===== config.mk =====
export PLATFORM = sky130hd
export DESIGN_NAME = axi_wmux_top
export DESIGN_NICKNAME = d
export VERILOG_FILES = /design/src/hw/axi_wmux_pkg.sv /design/src/hw/aw_rr_arbiter.sv /design/src/hw/aw_lock_fsm.sv /design/src/hw/w_route_fifo.sv /design/src/hw/w_b_steer.sv /design/src/hw/axi_wmux_top.sv
export SDC_FILE = /design/constraint.sdc
export NUM_CORES = 1
export LEC_CHECK = 0
export BUFFER_PORTS_ARGS = -buffer_cell sky130_fd_sc_hd__clkbuf_2
export CAP_MARGIN = 20
export CORE_AREA = 2 2 162 164
export DETAILED_ROUTE_END_ITERATION = 10
export DIE_AREA = 0 0 164 166
export GPL_TIMING_DRIVEN = 1
export PLACE_DENSITY = 0.53
export RECOVER_POWER = 25
export SYNTH_ARGS = -nofsm -noshare
export SYNTH_HDL_FRONTEND = slang
export SYNTH_HIERARCHICAL = 1
export SYNTH_SLANG_ARGS = --single-unit

===== constraint.sdc =====
create_clock -name clk_i -period 4 [get_ports clk_i]
set_input_delay 0.4 -clock clk_i [delete_from_list [all_inputs] [get_ports clk_i]]
set_output_delay 0.4 -clock clk_i [all_outputs]
set_load 0.01 [all_outputs]

===== src/hw/axi_wmux_pkg.sv =====
// Widths, transaction types, decision FIFO depth and AW lock states of the write mux
`default_nettype none

package axi_wmux_pkg;

  // ------------------------------------------------------------
  // Port and ID geometry
  // ------------------------------------------------------------
  localparam int unsigned NUM_PORTS  = 4;                     // Slave ports merged
  localparam int unsigned PORT_IDX_W = 2;                     // Bits to name one port
  localparam int unsigned SLV_ID_W   = 4;                     // ID width seen by masters
  localparam int unsigned MST_ID_W   = SLV_ID_W + PORT_IDX_W; // Port index on top of ID

  localparam int unsigned ADDR_W = 32;
  localparam int unsigned DATA_W = 32;

  // Writes whose W data may still be outstanding
  localparam int unsigned MAX_W_TRANS = 8;
  localparam int unsigned CNT_W       = 4;  // Holds 0 .. MAX_W_TRANS

  // ------------------------------------------------------------
  // Types
  // ------------------------------------------------------------
  typedef logic [PORT_IDX_W-1:0] port_idx_t;
  typedef logic [SLV_ID_W-1:0]   slv_id_t;
  typedef logic [MST_ID_W-1:0]   mst_id_t;   // {port, slave ID}
  typedef logic [ADDR_W-1:0]     addr_t;
  typedef logic [DATA_W-1:0]     data_t;
  typedef logic [1:0]            resp_t;     // OKAY, EXOKAY, SLVERR, DECERR
  typedef logic [CNT_W-1:0]      cnt_t;

  typedef enum logic {
    AW_IDLE,    // Forward arbiter output directly
    AW_LOCKED   // Stalled AW already pushed, hold it
  } aw_lock_state_e;

endpackage

`default_nettype wire


===== src/hw/aw_rr_arbiter.sv =====
// Round-robin AW arbiter with lock-in and port index prepended to the ID
`timescale 1ns/1ps
`default_nettype none

module aw_rr_arbiter (
  input  logic                                               clk_i,
  input  logic                                               reset_i,
  input  logic                    [axi_wmux_pkg::NUM_PORTS-1:0] slv_aw_valid_i,
  input  axi_wmux_pkg::slv_id_t   [axi_wmux_pkg::NUM_PORTS-1:0] slv_aw_id_i,
  input  axi_wmux_pkg::addr_t     [axi_wmux_pkg::NUM_PORTS-1:0] slv_aw_addr_i,
  output logic                    [axi_wmux_pkg::NUM_PORTS-1:0] slv_aw_ready_o,
  output logic                                               arb_valid_o,
  output axi_wmux_pkg::mst_id_t                              arb_id_o,
  output axi_wmux_pkg::addr_t                                arb_addr_o,
  input  logic                                               arb_ready_i
);

  axi_wmux_pkg::port_idx_t rr_ptr_q;    // Port with highest priority
  axi_wmux_pkg::port_idx_t lock_idx_q;  // Port held while its request waits
  logic                    lock_q;

  axi_wmux_pkg::port_idx_t cand_idx;
  axi_wmux_pkg::port_idx_t search_idx;
  logic                    search_hit;
  axi_wmux_pkg::port_idx_t sel_idx;

  // ------------------------------------------------------------
  // Priority search starting at the pointer
  // ------------------------------------------------------------
  // Walk from the farthest offset down, so the nearest requester wins
  always_comb begin
    search_hit = 1'b0;
    search_idx = rr_ptr_q;
    cand_idx   = rr_ptr_q;
    for (int off = axi_wmux_pkg::NUM_PORTS - 1; off >= 0; off--) begin
      cand_idx = rr_ptr_q + axi_wmux_pkg::port_idx_t'(off);  // Wraps at NUM_PORTS
      if (slv_aw_valid_i[cand_idx]) begin
        search_idx = cand_idx;
        search_hit = 1'b1;
      end
    end
  end

  // Lock-in keeps the stalled choice even if others start requesting
  assign sel_idx     = lock_q ? lock_idx_q : search_idx;
  assign arb_valid_o = lock_q ? slv_aw_valid_i[lock_idx_q] : search_hit;
  assign arb_id_o    = {sel_idx, slv_aw_id_i[sel_idx]};  // Prepend port index
  assign arb_addr_o  = slv_aw_addr_i[sel_idx];

  always_comb begin
    slv_aw_ready_o          = '0;
    slv_aw_ready_o[sel_idx] = arb_valid_o & arb_ready_i;  // Only granted port sees ready
  end

  // ------------------------------------------------------------
  // Pointer and lock registers
  // ------------------------------------------------------------
  always_ff @(posedge clk_i) begin
    if (reset_i) begin
      rr_ptr_q   <= '0;  // Port 0 first after reset
      lock_q     <= 1'b0;
      lock_idx_q <= '0;
    end else if (arb_valid_o) begin
      if (arb_ready_i) begin
        lock_q   <= 1'b0;
        rr_ptr_q <= sel_idx + 1'b1;  // Move past the grant
      end else begin
        lock_q     <= 1'b1;          // Stall, hold this port
        lock_idx_q <= sel_idx;
      end
    end
  end

endmodule

`default_nettype wire


===== src/hw/aw_lock_fsm.sv =====
// AW lock state machine holding master AW valid and pushing routing decisions
`timescale 1ns/1ps
`default_nettype none

module aw_lock_fsm (
  input  logic clk_i,
  input  logic reset_i,
  input  logic arb_valid_i,
  output logic arb_ready_o,
  input  logic fifo_full_i,
  output logic fifo_push_o,
  input  logic mst_aw_ready_i,
  output logic mst_aw_valid_o
);

  axi_wmux_pkg::aw_lock_state_e state_q, state_d;

  // ------------------------------------------------------------
  // Next state and handshake
  // ------------------------------------------------------------
  always_comb begin
    state_d        = state_q;
    arb_ready_o    = 1'b0;
    fifo_push_o    = 1'b0;
    mst_aw_valid_o = 1'b0;
    case (state_q)
      axi_wmux_pkg::AW_IDLE: begin
        // No new AW while the decision FIFO has no room
        if (arb_valid_i && !fifo_full_i) begin
          mst_aw_valid_o = 1'b1;
          fifo_push_o    = 1'b1;          // Decision recorded on first presentation
          arb_ready_o    = mst_aw_ready_i;
          if (!mst_aw_ready_i) state_d = axi_wmux_pkg::AW_LOCKED;
        end
      end
      axi_wmux_pkg::AW_LOCKED: begin
        mst_aw_valid_o = 1'b1;            // Valid may not drop before ready
        arb_ready_o    = mst_aw_ready_i;  // Already pushed, no second push
        if (mst_aw_ready_i) state_d = axi_wmux_pkg::AW_IDLE;
      end
      default: state_d = axi_wmux_pkg::AW_IDLE;
    endcase
  end

  always_ff @(posedge clk_i) begin
    if (reset_i) state_q <= axi_wmux_pkg::AW_IDLE;
    else         state_q <= state_d;
  end

endmodule

`default_nettype wire


===== src/hw/w_route_fifo.sv =====
// Decision FIFO of port indices with occupancy counter and full/empty flags
`timescale 1ns/1ps
`default_nettype none

module w_route_fifo (
  input  logic                    clk_i,
  input  logic                    reset_i,
  input  logic                    push_i,
  input  axi_wmux_pkg::port_idx_t push_idx_i,
  input  logic                    pop_i,
  output axi_wmux_pkg::port_idx_t head_idx_o,
  output logic                    empty_o,
  output logic                    full_o
);

  typedef logic [$clog2(axi_wmux_pkg::MAX_W_TRANS)-1:0] ptr_t;

  axi_wmux_pkg::port_idx_t mem_q [axi_wmux_pkg::MAX_W_TRANS];  // Switching order
  ptr_t                    wr_ptr_q;
  ptr_t                    rd_ptr_q;
  axi_wmux_pkg::cnt_t      cnt_q;   // Entries in flight

  logic do_push;
  logic do_pop;

  // ------------------------------------------------------------
  // Flags
  // ------------------------------------------------------------
  assign full_o  = (cnt_q == axi_wmux_pkg::cnt_t'(axi_wmux_pkg::MAX_W_TRANS));
  assign empty_o = (cnt_q == '0);

  assign do_push = push_i & ~full_o;   // Overflow guard
  assign do_pop  = pop_i & ~empty_o;   // Underflow guard

  assign head_idx_o = mem_q[rd_ptr_q]; // Oldest decision

  // Storage
  always_ff @(posedge clk_i) begin
    if (do_push) mem_q[wr_ptr_q] <= push_idx_i;
  end

  // ------------------------------------------------------------
  // Pointers and occupancy
  // ------------------------------------------------------------
  always_ff @(posedge clk_i) begin
    if (reset_i) begin
      wr_ptr_q <= '0;
      rd_ptr_q <= '0;
      cnt_q    <= '0;
    end else begin
      if (do_push) begin
        wr_ptr_q <= (wr_ptr_q == ptr_t'(axi_wmux_pkg::MAX_W_TRANS - 1)) ? '0 : wr_ptr_q + 1'b1;
      end
      if (do_pop) begin
        rd_ptr_q <= (rd_ptr_q == ptr_t'(axi_wmux_pkg::MAX_W_TRANS - 1)) ? '0 : rd_ptr_q + 1'b1;
      end
      // Simultaneous push and pop keep the count
      if (do_push && !do_pop)      cnt_q <= cnt_q + 1'b1;
      else if (do_pop && !do_push) cnt_q <= cnt_q - 1'b1;
    end
  end

endmodule

`default_nettype wire


===== src/hw/w_b_steer.sv =====
// W beat steering from the decision FIFO head and B response return by ID
`timescale 1ns/1ps
`default_nettype none

module w_b_steer (
  // Decision FIFO
  input  axi_wmux_pkg::port_idx_t                               head_idx_i,
  input  logic                                                  fifo_empty_i,
  output logic                                                  fifo_pop_o,
  // Slave W
  input  logic                  [axi_wmux_pkg::NUM_PORTS-1:0]   slv_w_valid_i,
  input  axi_wmux_pkg::data_t   [axi_wmux_pkg::NUM_PORTS-1:0]   slv_w_data_i,
  input  logic                  [axi_wmux_pkg::NUM_PORTS-1:0]   slv_w_last_i,
  output logic                  [axi_wmux_pkg::NUM_PORTS-1:0]   slv_w_ready_o,
  // Master W
  output logic                                                  mst_w_valid_o,
  output axi_wmux_pkg::data_t                                   mst_w_data_o,
  output logic                                                  mst_w_last_o,
  input  logic                                                  mst_w_ready_i,
  // Master B
  input  logic                                                  mst_b_valid_i,
  input  axi_wmux_pkg::mst_id_t                                 mst_b_id_i,
  input  axi_wmux_pkg::resp_t                                   mst_b_resp_i,
  output logic                                                  mst_b_ready_o,
  // Slave B
  output logic                  [axi_wmux_pkg::NUM_PORTS-1:0]   slv_b_valid_o,
  output axi_wmux_pkg::slv_id_t [axi_wmux_pkg::NUM_PORTS-1:0]   slv_b_id_o,
  output axi_wmux_pkg::resp_t   [axi_wmux_pkg::NUM_PORTS-1:0]   slv_b_resp_o,
  input  logic                  [axi_wmux_pkg::NUM_PORTS-1:0]   slv_b_ready_i
);

  axi_wmux_pkg::port_idx_t b_port;  // Upper ID bits
  axi_wmux_pkg::slv_id_t   b_sid;   // Original ID

  // ------------------------------------------------------------
  // W channel
  // ------------------------------------------------------------
  assign mst_w_data_o = slv_w_data_i[head_idx_i];  // Payload muxed without gating
  assign mst_w_last_o = slv_w_last_i[head_idx_i];

  always_comb begin
    mst_w_valid_o = 1'b0;
    slv_w_ready_o = '0;
    if (!fifo_empty_i) begin                       // Only ports with a granted AW
      mst_w_valid_o             = slv_w_valid_i[head_idx_i];
      slv_w_ready_o[head_idx_i] = mst_w_ready_i;
    end
  end

  assign fifo_pop_o = mst_w_valid_o & mst_w_ready_i & mst_w_last_o;  // End of burst

  // ------------------------------------------------------------
  // B channel
  // ------------------------------------------------------------
  assign b_port = mst_b_id_i[axi_wmux_pkg::MST_ID_W-1 -: axi_wmux_pkg::PORT_IDX_W];
  assign b_sid  = mst_b_id_i[axi_wmux_pkg::SLV_ID_W-1:0];

  always_comb begin
    slv_b_valid_o = '0;
    for (int p = 0; p < axi_wmux_pkg::NUM_PORTS; p++) begin
      slv_b_id_o[p]   = b_sid;         // Broadcast, valid picks the port
      slv_b_resp_o[p] = mst_b_resp_i;
    end
    slv_b_valid_o[b_port] = mst_b_valid_i;
  end

  assign mst_b_ready_o = slv_b_ready_i[b_port];

endmodule

`default_nettype wire


===== src/hw/axi_wmux_top.sv =====
// Top level of the write mux joining arbiter, AW lock FSM, decision FIFO and W/B steering
`timescale 1ns/1ps
`default_nettype none

module axi_wmux_top (
  input  logic                                                clk_i,
  input  logic                                                reset_i,
  // Slave ports
  input  logic                  [axi_wmux_pkg::NUM_PORTS-1:0] slv_aw_valid_i,
  input  axi_wmux_pkg::slv_id_t [axi_wmux_pkg::NUM_PORTS-1:0] slv_aw_id_i,
  input  axi_wmux_pkg::addr_t   [axi_wmux_pkg::NUM_PORTS-1:0] slv_aw_addr_i,
  output logic                  [axi_wmux_pkg::NUM_PORTS-1:0] slv_aw_ready_o,
  input  logic                  [axi_wmux_pkg::NUM_PORTS-1:0] slv_w_valid_i,
  input  axi_wmux_pkg::data_t   [axi_wmux_pkg::NUM_PORTS-1:0] slv_w_data_i,
  input  logic                  [axi_wmux_pkg::NUM_PORTS-1:0] slv_w_last_i,
  output logic                  [axi_wmux_pkg::NUM_PORTS-1:0] slv_w_ready_o,
  output logic                  [axi_wmux_pkg::NUM_PORTS-1:0] slv_b_valid_o,
  output axi_wmux_pkg::slv_id_t [axi_wmux_pkg::NUM_PORTS-1:0] slv_b_id_o,
  output axi_wmux_pkg::resp_t   [axi_wmux_pkg::NUM_PORTS-1:0] slv_b_resp_o,
  input  logic                  [axi_wmux_pkg::NUM_PORTS-1:0] slv_b_ready_i,
  // Master port
  output logic                                                mst_aw_valid_o,
  output axi_wmux_pkg::mst_id_t                               mst_aw_id_o,
  output axi_wmux_pkg::addr_t                                 mst_aw_addr_o,
  input  logic                                                mst_aw_ready_i,
  output logic                                                mst_w_valid_o,
  output axi_wmux_pkg::data_t                                 mst_w_data_o,
  output logic                                                mst_w_last_o,
  input  logic                                                mst_w_ready_i,
  input  logic                                                mst_b_valid_i,
  input  axi_wmux_pkg::mst_id_t                               mst_b_id_i,
  input  axi_wmux_pkg::resp_t                                 mst_b_resp_i,
  output logic                                                mst_b_ready_o
);

  logic                    arb_valid, arb_ready;
  logic                    fifo_push, fifo_pop;
  logic                    fifo_empty, fifo_full;
  axi_wmux_pkg::port_idx_t head_idx;   // Port owning the current W burst

  // AW path, arbiter payload goes straight to the master port
  aw_rr_arbiter i_arbiter (
    .clk_i(clk_i), .reset_i(reset_i),
    .slv_aw_valid_i(slv_aw_valid_i), .slv_aw_id_i(slv_aw_id_i),
    .slv_aw_addr_i(slv_aw_addr_i), .slv_aw_ready_o(slv_aw_ready_o),
    .arb_valid_o(arb_valid), .arb_id_o(mst_aw_id_o),
    .arb_addr_o(mst_aw_addr_o), .arb_ready_i(arb_ready)
  );

  aw_lock_fsm i_aw_lock (
    .clk_i(clk_i), .reset_i(reset_i),
    .arb_valid_i(arb_valid), .arb_ready_o(arb_ready),
    .fifo_full_i(fifo_full), .fifo_push_o(fifo_push),
    .mst_aw_ready_i(mst_aw_ready_i), .mst_aw_valid_o(mst_aw_valid_o)
  );

  // Port field of the prefixed ID is the switching decision
  w_route_fifo i_w_fifo (
    .clk_i(clk_i), .reset_i(reset_i),
    .push_i(fifo_push),
    .push_idx_i(mst_aw_id_o[axi_wmux_pkg::MST_ID_W-1 -: axi_wmux_pkg::PORT_IDX_W]),
    .pop_i(fifo_pop), .head_idx_o(head_idx),
    .empty_o(fifo_empty), .full_o(fifo_full)
  );

  w_b_steer i_steer (
    .head_idx_i(head_idx), .fifo_empty_i(fifo_empty), .fifo_pop_o(fifo_pop),
    .slv_w_valid_i(slv_w_valid_i), .slv_w_data_i(slv_w_data_i),
    .slv_w_last_i(slv_w_last_i), .slv_w_ready_o(slv_w_ready_o),
    .mst_w_valid_o(mst_w_valid_o), .mst_w_data_o(mst_w_data_o),
    .mst_w_last_o(mst_w_last_o), .mst_w_ready_i(mst_w_ready_i),
    .mst_b_valid_i(mst_b_valid_i), .mst_b_id_i(mst_b_id_i),
    .mst_b_resp_i(mst_b_resp_i), .mst_b_ready_o(mst_b_ready_o),
    .slv_b_valid_o(slv_b_valid_o), .slv_b_id_o(slv_b_id_o),
    .slv_b_resp_o(slv_b_resp_o), .slv_b_ready_i(slv_b_ready_i)
  );

endmodule

`default_nettype wire


### After elaboration in Yosys (flattened, before gate mapping)

Memory sizes are Yosys's and may differ from the RTL's. A register that Yosys moved wholly into a read port is not among the register bits.
Index checks and enable logic that the tools add are counted.

* add/subtract/negate cells: 8
* $lt $le $gt $ge: 11
* eq/ne operators: 3
* mux-type cells: 57
* bitwise gates (word level): 12
* reduce and logical (&&, ||, !) cells: 13

Operators with widths (number)
* binary-select mux 32 bit (select 2 bit): 2
* two-way mux 32 bit: 2
* two-way mux 1 bit: 25
* < comparator 2 x 3 -> 1 bit (second input constant): 8
* binary-select mux 1 bit (select 2 bit): 8
* two-way mux 4 bit: 4
* AND 4 bit: 3
* two-way mux 3 bit: 4
* two-way mux 2 bit: 5
* binary-select mux 4 bit (select 2 bit): 1
* adder 3 x 1 -> 3 bit (second input constant): 2
* demux 1 bit (select 2 bit): 3
* equality test 3 bit (second input constant): 2
* greater-or-equal comparator 2 x 1 -> 1 bit (second input constant): 3
* logical AND 1 bit: 6
* case mux 1 bit (2 select lines): 3
* AND 1 bit: 5
* adder 2 x 1 -> 2 bit (second input constant): 2
* adder 2 bit (second input constant): 2
* adder 4 x 1 -> 4 bit (second input constant): 1
* equality test 4 bit (second input constant): 1
* zero test 4 bit: 1
* inverter 1 bit: 4
* AND reduction 2 bit: 2
* 3 further kinds: 5

* flip-flop bits (word level): 16
* RAM bits: 16
* bits of input ports: 301
* output and inout port bits: 110
* logic and storage cells: 112
* memories kept: 1

Memory list
* i_w_fifo.mem_q: depth 8, width 2, rd ports 1, clocked after memory_dff 1, wr ports 1, RTL line w_route_fifo.sv:18 `axi_wmux_pkg::port_idx_t mem_q [axi_wmux_pkg::MAX_W_TRANS];`

### Logic depth before layout (Yosys ltp)

* depth in word-level cells: 16
* mapped depth: 15
* gate-level depth less buffers: 14

### Modules after synthesis

The synthesis kept the hierarchy.

By module, submodules not included
* aw_rr_arbiter: instances 1, cells an instance 173, area an instance 1585.3 µm², sequential area each 100.1 µm²
* w_route_fifo: instances 1, cells an instance 98, area an instance 1290.0 µm², sequential area each 740.7 µm²
* w_b_steer: instances 1, cells an instance 79, area an instance 1113.6 µm², sequential area each 0.0 µm²
* aw_lock_fsm: instances 1, cells an instance 7, area an instance 65.1 µm², sequential area each 20.0 µm²

### Least setup slack after synthesis

OpenSTA, ideal clock, no wires.

* path kind: flip-flop to flip-flop
* from: reg with a tool-made name
* to: reg i_w_fifo.cnt_q[3]
* setup time: 0.121 ns
* arrival: 3.462 ns
* data required time: 3.879 ns
* setup slack: 0.417 ns
* stages on the path, launching flop included: 14
* buffers on the path: 1
* period minus slack after synthesis: 3.583 ns
* cells stage by stage: dfxtp_1 -> mux4_2 -> mux2_2 -> buf_6 -> mux4_2 -> and3_1 -> o41ai_4 -> ha_1 -> inv_1 -> ha_1 -> a21oi_1 -> a211oi_1 -> a31oi_1 -> mux2_2

RTL lines
* end signal: assignment: RTL line w_route_fifo.sv:58 `if (do_push && !do_pop) cnt_q <= cnt_q + 1'b1;`
* end signal: assignment: RTL line w_route_fifo.sv:59 `else if (do_pop && !do_push) cnt_q <= cnt_q - 1'b1;`
* end: declaration: RTL line w_route_fifo.sv:21 `axi_wmux_pkg::cnt_t cnt_q;`

==> results.cfg <==
[synthesis]
synth_area_leaders = mux2i_1, mux4_2, edfxtp_1
synth-simple-area-share = 0.09290
muxShareOfSynthArea = 0.5022
synth-async-reset-ratio = 0
synth_top_family_by_area = multiplexers
synth-seq-cells = 35
yosysSeqAreaShare = 0.2123
avgSynthCellArea_sq_um = 11.36
syn_nets = 666
synthFlopType = dfxtp_1
synth_edf_count = 16
synth_compound_area_frac = 0.05772
netlist_area_sq_um = 4054
synth_xor_area_frac = 0.004321
yosys.area.top_type = mux2i_1
yosysWarningCount = 6
synthAdderAreaFrac = 0.02654
yosysTopAreaCellShare = 0.2716
ys_types = 46
netlist_instances = 357

[global_routing]
grt_pass1_vias = 4207
grt_max_degree = 51
grt_use_total = 0.1183
grt_pass1_wl_um = 23800
antenna_found_initial = 2
overflow = 0

[clock_network]
holdBufCountCts = 0
cts-root-buf = clkbuf_16
clockBufferDepth = 2
post-cts-setup-buffer-count = 0
htreeDepth = 2
clk_pin_slew_ns = 0.06
clock_sinks = 35
cts_made_buffers = 5
cts_tree = built
cts_resized = 0
clkLatencyLatePin_ns = 0.28

[sta]
fin_skew_ns = 0.01019
fmax_mhz = 273.3
setup_viol = 0
rsz0062_at_grt = false
relSlewSlack = 0.4188
setup_tns_ns = 0
post-route-min-period_ns = 3.659
drv_slew = 0
hold_violations = 0
post-route-period-util = 0.9147
holdWs_ns = 0.2954
worst_pin_slew_ns = 0.8718

[power]
powerDensity_nw_per_um2 = 518.9
power.leakage_nw = 3.110
ir_drop_uv = 194.5

[routing]
wirelength_um = 17020
drc = 0
postRouteAntennaNets = 0
first_iter_violations = 107
wl_per_cell_um = 16.21
routed_via_density = 4.067
first_pass_iters = 4
vias = 4270

[job]
cap_viol_max_count = 0

[floorplanning]
dieArea_sq_um = 27220
start_util = 0.1583
core_sq_um = 25620
ios = 411
die_h_um = 166
row_count = 59
die_w_um = 164

[finish]
nets = 1022
area_growth_pct = 54.17
layoutNonFillerInstCount = 1050
drive_above_1_share = 0.6303

[setup_path]
criticalPathCategory = reg2reg
end_kind = flip-flop
cp.arrival_ns = 3.83
cp_slowest_cell = mux4_2
crit_path_start_kind = flip-flop
cp.required_ns = 4.17
cp_cell_sequence = mux4_2 > mux2_2 > mux4_2 > and3_1 > o41ai_4 > ha_1 > inv_1 > ha_1 > a21oi_1 > a211oi_1 > a31oi_1 > mux2_2
cp_slowest_stage_delay_ns = 0.53
crit_path_max_fanout = 6

[placement]
port_buffers = 380
gp_congestion = 0.7737
dp_cells = 1041
dpl.hpwl_um = 15440

[status]
outcome = finished, final reports clean

[min_path]
hold_class = in2reg
## final timing paths
kind | start | to | slack, ns | cells after the start
worst max-delay path | flip-flop | i_w_fifo/cnt_q[3] | 0.34 | 12
worst min-delay path | mst_aw_ready_i | i_aw_lock/state_q | 0.30 | 2
worst max register to register | flip-flop | i_w_fifo/cnt_q[3] | 0.34 | 12
worst min register to register | i_aw_lock/state_q | i_aw_lock/state_q | 0.50 | 2
## kinds of logic after synthesis
kind of cell / count (synthesis)
AO/OA/AOI/OAI: 29
XOR/XNOR: 2
adder cells (fa/ha/maj): 8
buffers and inverters: 57
flip-flops: 35
multiplexers: 153
AND/OR/NAND/NOR: 73
## synth_stat cells (all sizes together) (2+ instances only)
cell / instances
a211o: 2
a211oi: 3
a21oi: 11
a31oi: 2
and3: 3
and3b: 3
buf: 45
clkbuf: 3
dfxtp: 19
edfxtp: 16
ha: 7
inv: 9
mux2: 3
mux2i: 110
mux4: 40
nand2: 14
nand2b: 7
nand3: 3
nor2: 23
nor2b: 4
nor3: 7
nor3b: 3
nor4: 3
o21ai: 4
## layout make-up
cell class,count,area (sq um)
Fill cell,2771,19370
Multi-Input combinational cell,265,2769
Timing Repair Buffer,397,2023
Sequential cell,35,860.8
Tap cell,335,419.2
Clock buffer,6,128.9
Inverter,9,33.78
Clock inverter,2,12.51
Antenna cell,1,2.502
## per-stage QoR
| stage | power (mW) | utilization | cell area, sq um | worst slack, ns |
|---|---|---|---|---|
| 2_1_floorplan | 2.237 | - | 4054 | 0.4173 |
| 3_3_place_gp | 2.923 | 0.2391 | 6126 | 0.3793 |
| 3_5_place_dp | 2.926 | 0.2391 | 6126 | 0.3459 |
| 4_1_cts | 3.307 | 0.2447 | 6267 | 0.3310 |
| 5_1_grt | 3.513 | 0.2440 | 6250 | 0.1649 |
| 6_report | 3.243 | 0.2440 | 6250 | 0.3410 |
## worst max-delay path, delay by kind of cell, from the launching register on
kind	cells	cell delay, ns
flip-flops	1	0.46
AO/OA/AOI/OAI	4	0.55
AND/OR/NAND/NOR	1	0.22
buffers and inverters	1	0.09
adder cells (fa/ha/maj)	2	0.58
multiplexers	4	1.64
## placed cells by master (no fill, tap or decap), drive strengths merged, types with 4 or more instances in the layout
| cell type | n |
|---|---|
| nor2 | 23 |
| edfxtp | 16 |
| clkbuf | 386 |
| nand2 | 14 |
| nor3 | 7 |
| buf | 17 |
| nor2b | 4 |
| mux2i | 110 |
| inv | 9 |
| mux4 | 40 |
| dfxtp | 19 |
| o21ai | 4 |
| a21oi | 11 |
| nand2b | 7 |
| ha | 7 |
## metal layers
metal | global-route usage | vias up | share of wire
li1 | - | 2065 | -
met1 | 0.1145 | 1907 | 0.34
met3 | 0.01823 | 18 | 0.074
met5 | 0 | - | 0
met4 | 0.06445 | 0 | 0.043
met2 | 0.2338 | 280 | 0.54
## state kept, by name (all words and copies together) (netlist names), named ones only
name and cells:
i_arbiter/lock_idx_q 2, i_w_fifo/cnt_q 4, i_w_fifo/mem_q 16, i_arbiter/lock_q 1
i_arbiter/rr_ptr_q 2, i_w_fifo/wr_ptr_q 3, i_w_fifo/rd_ptr_q 3, i_aw_lock/state_q 1
## where the power goes
part           total [mW]  switching (mW)  internal, mW  leakage (nW)
logic                2.35            1.16          1.19          2.74
registers           0.524          0.0696         0.455         0.303
clock network       0.371           0.141         0.229        0.0669
Power figures use the tool's default switching activity.
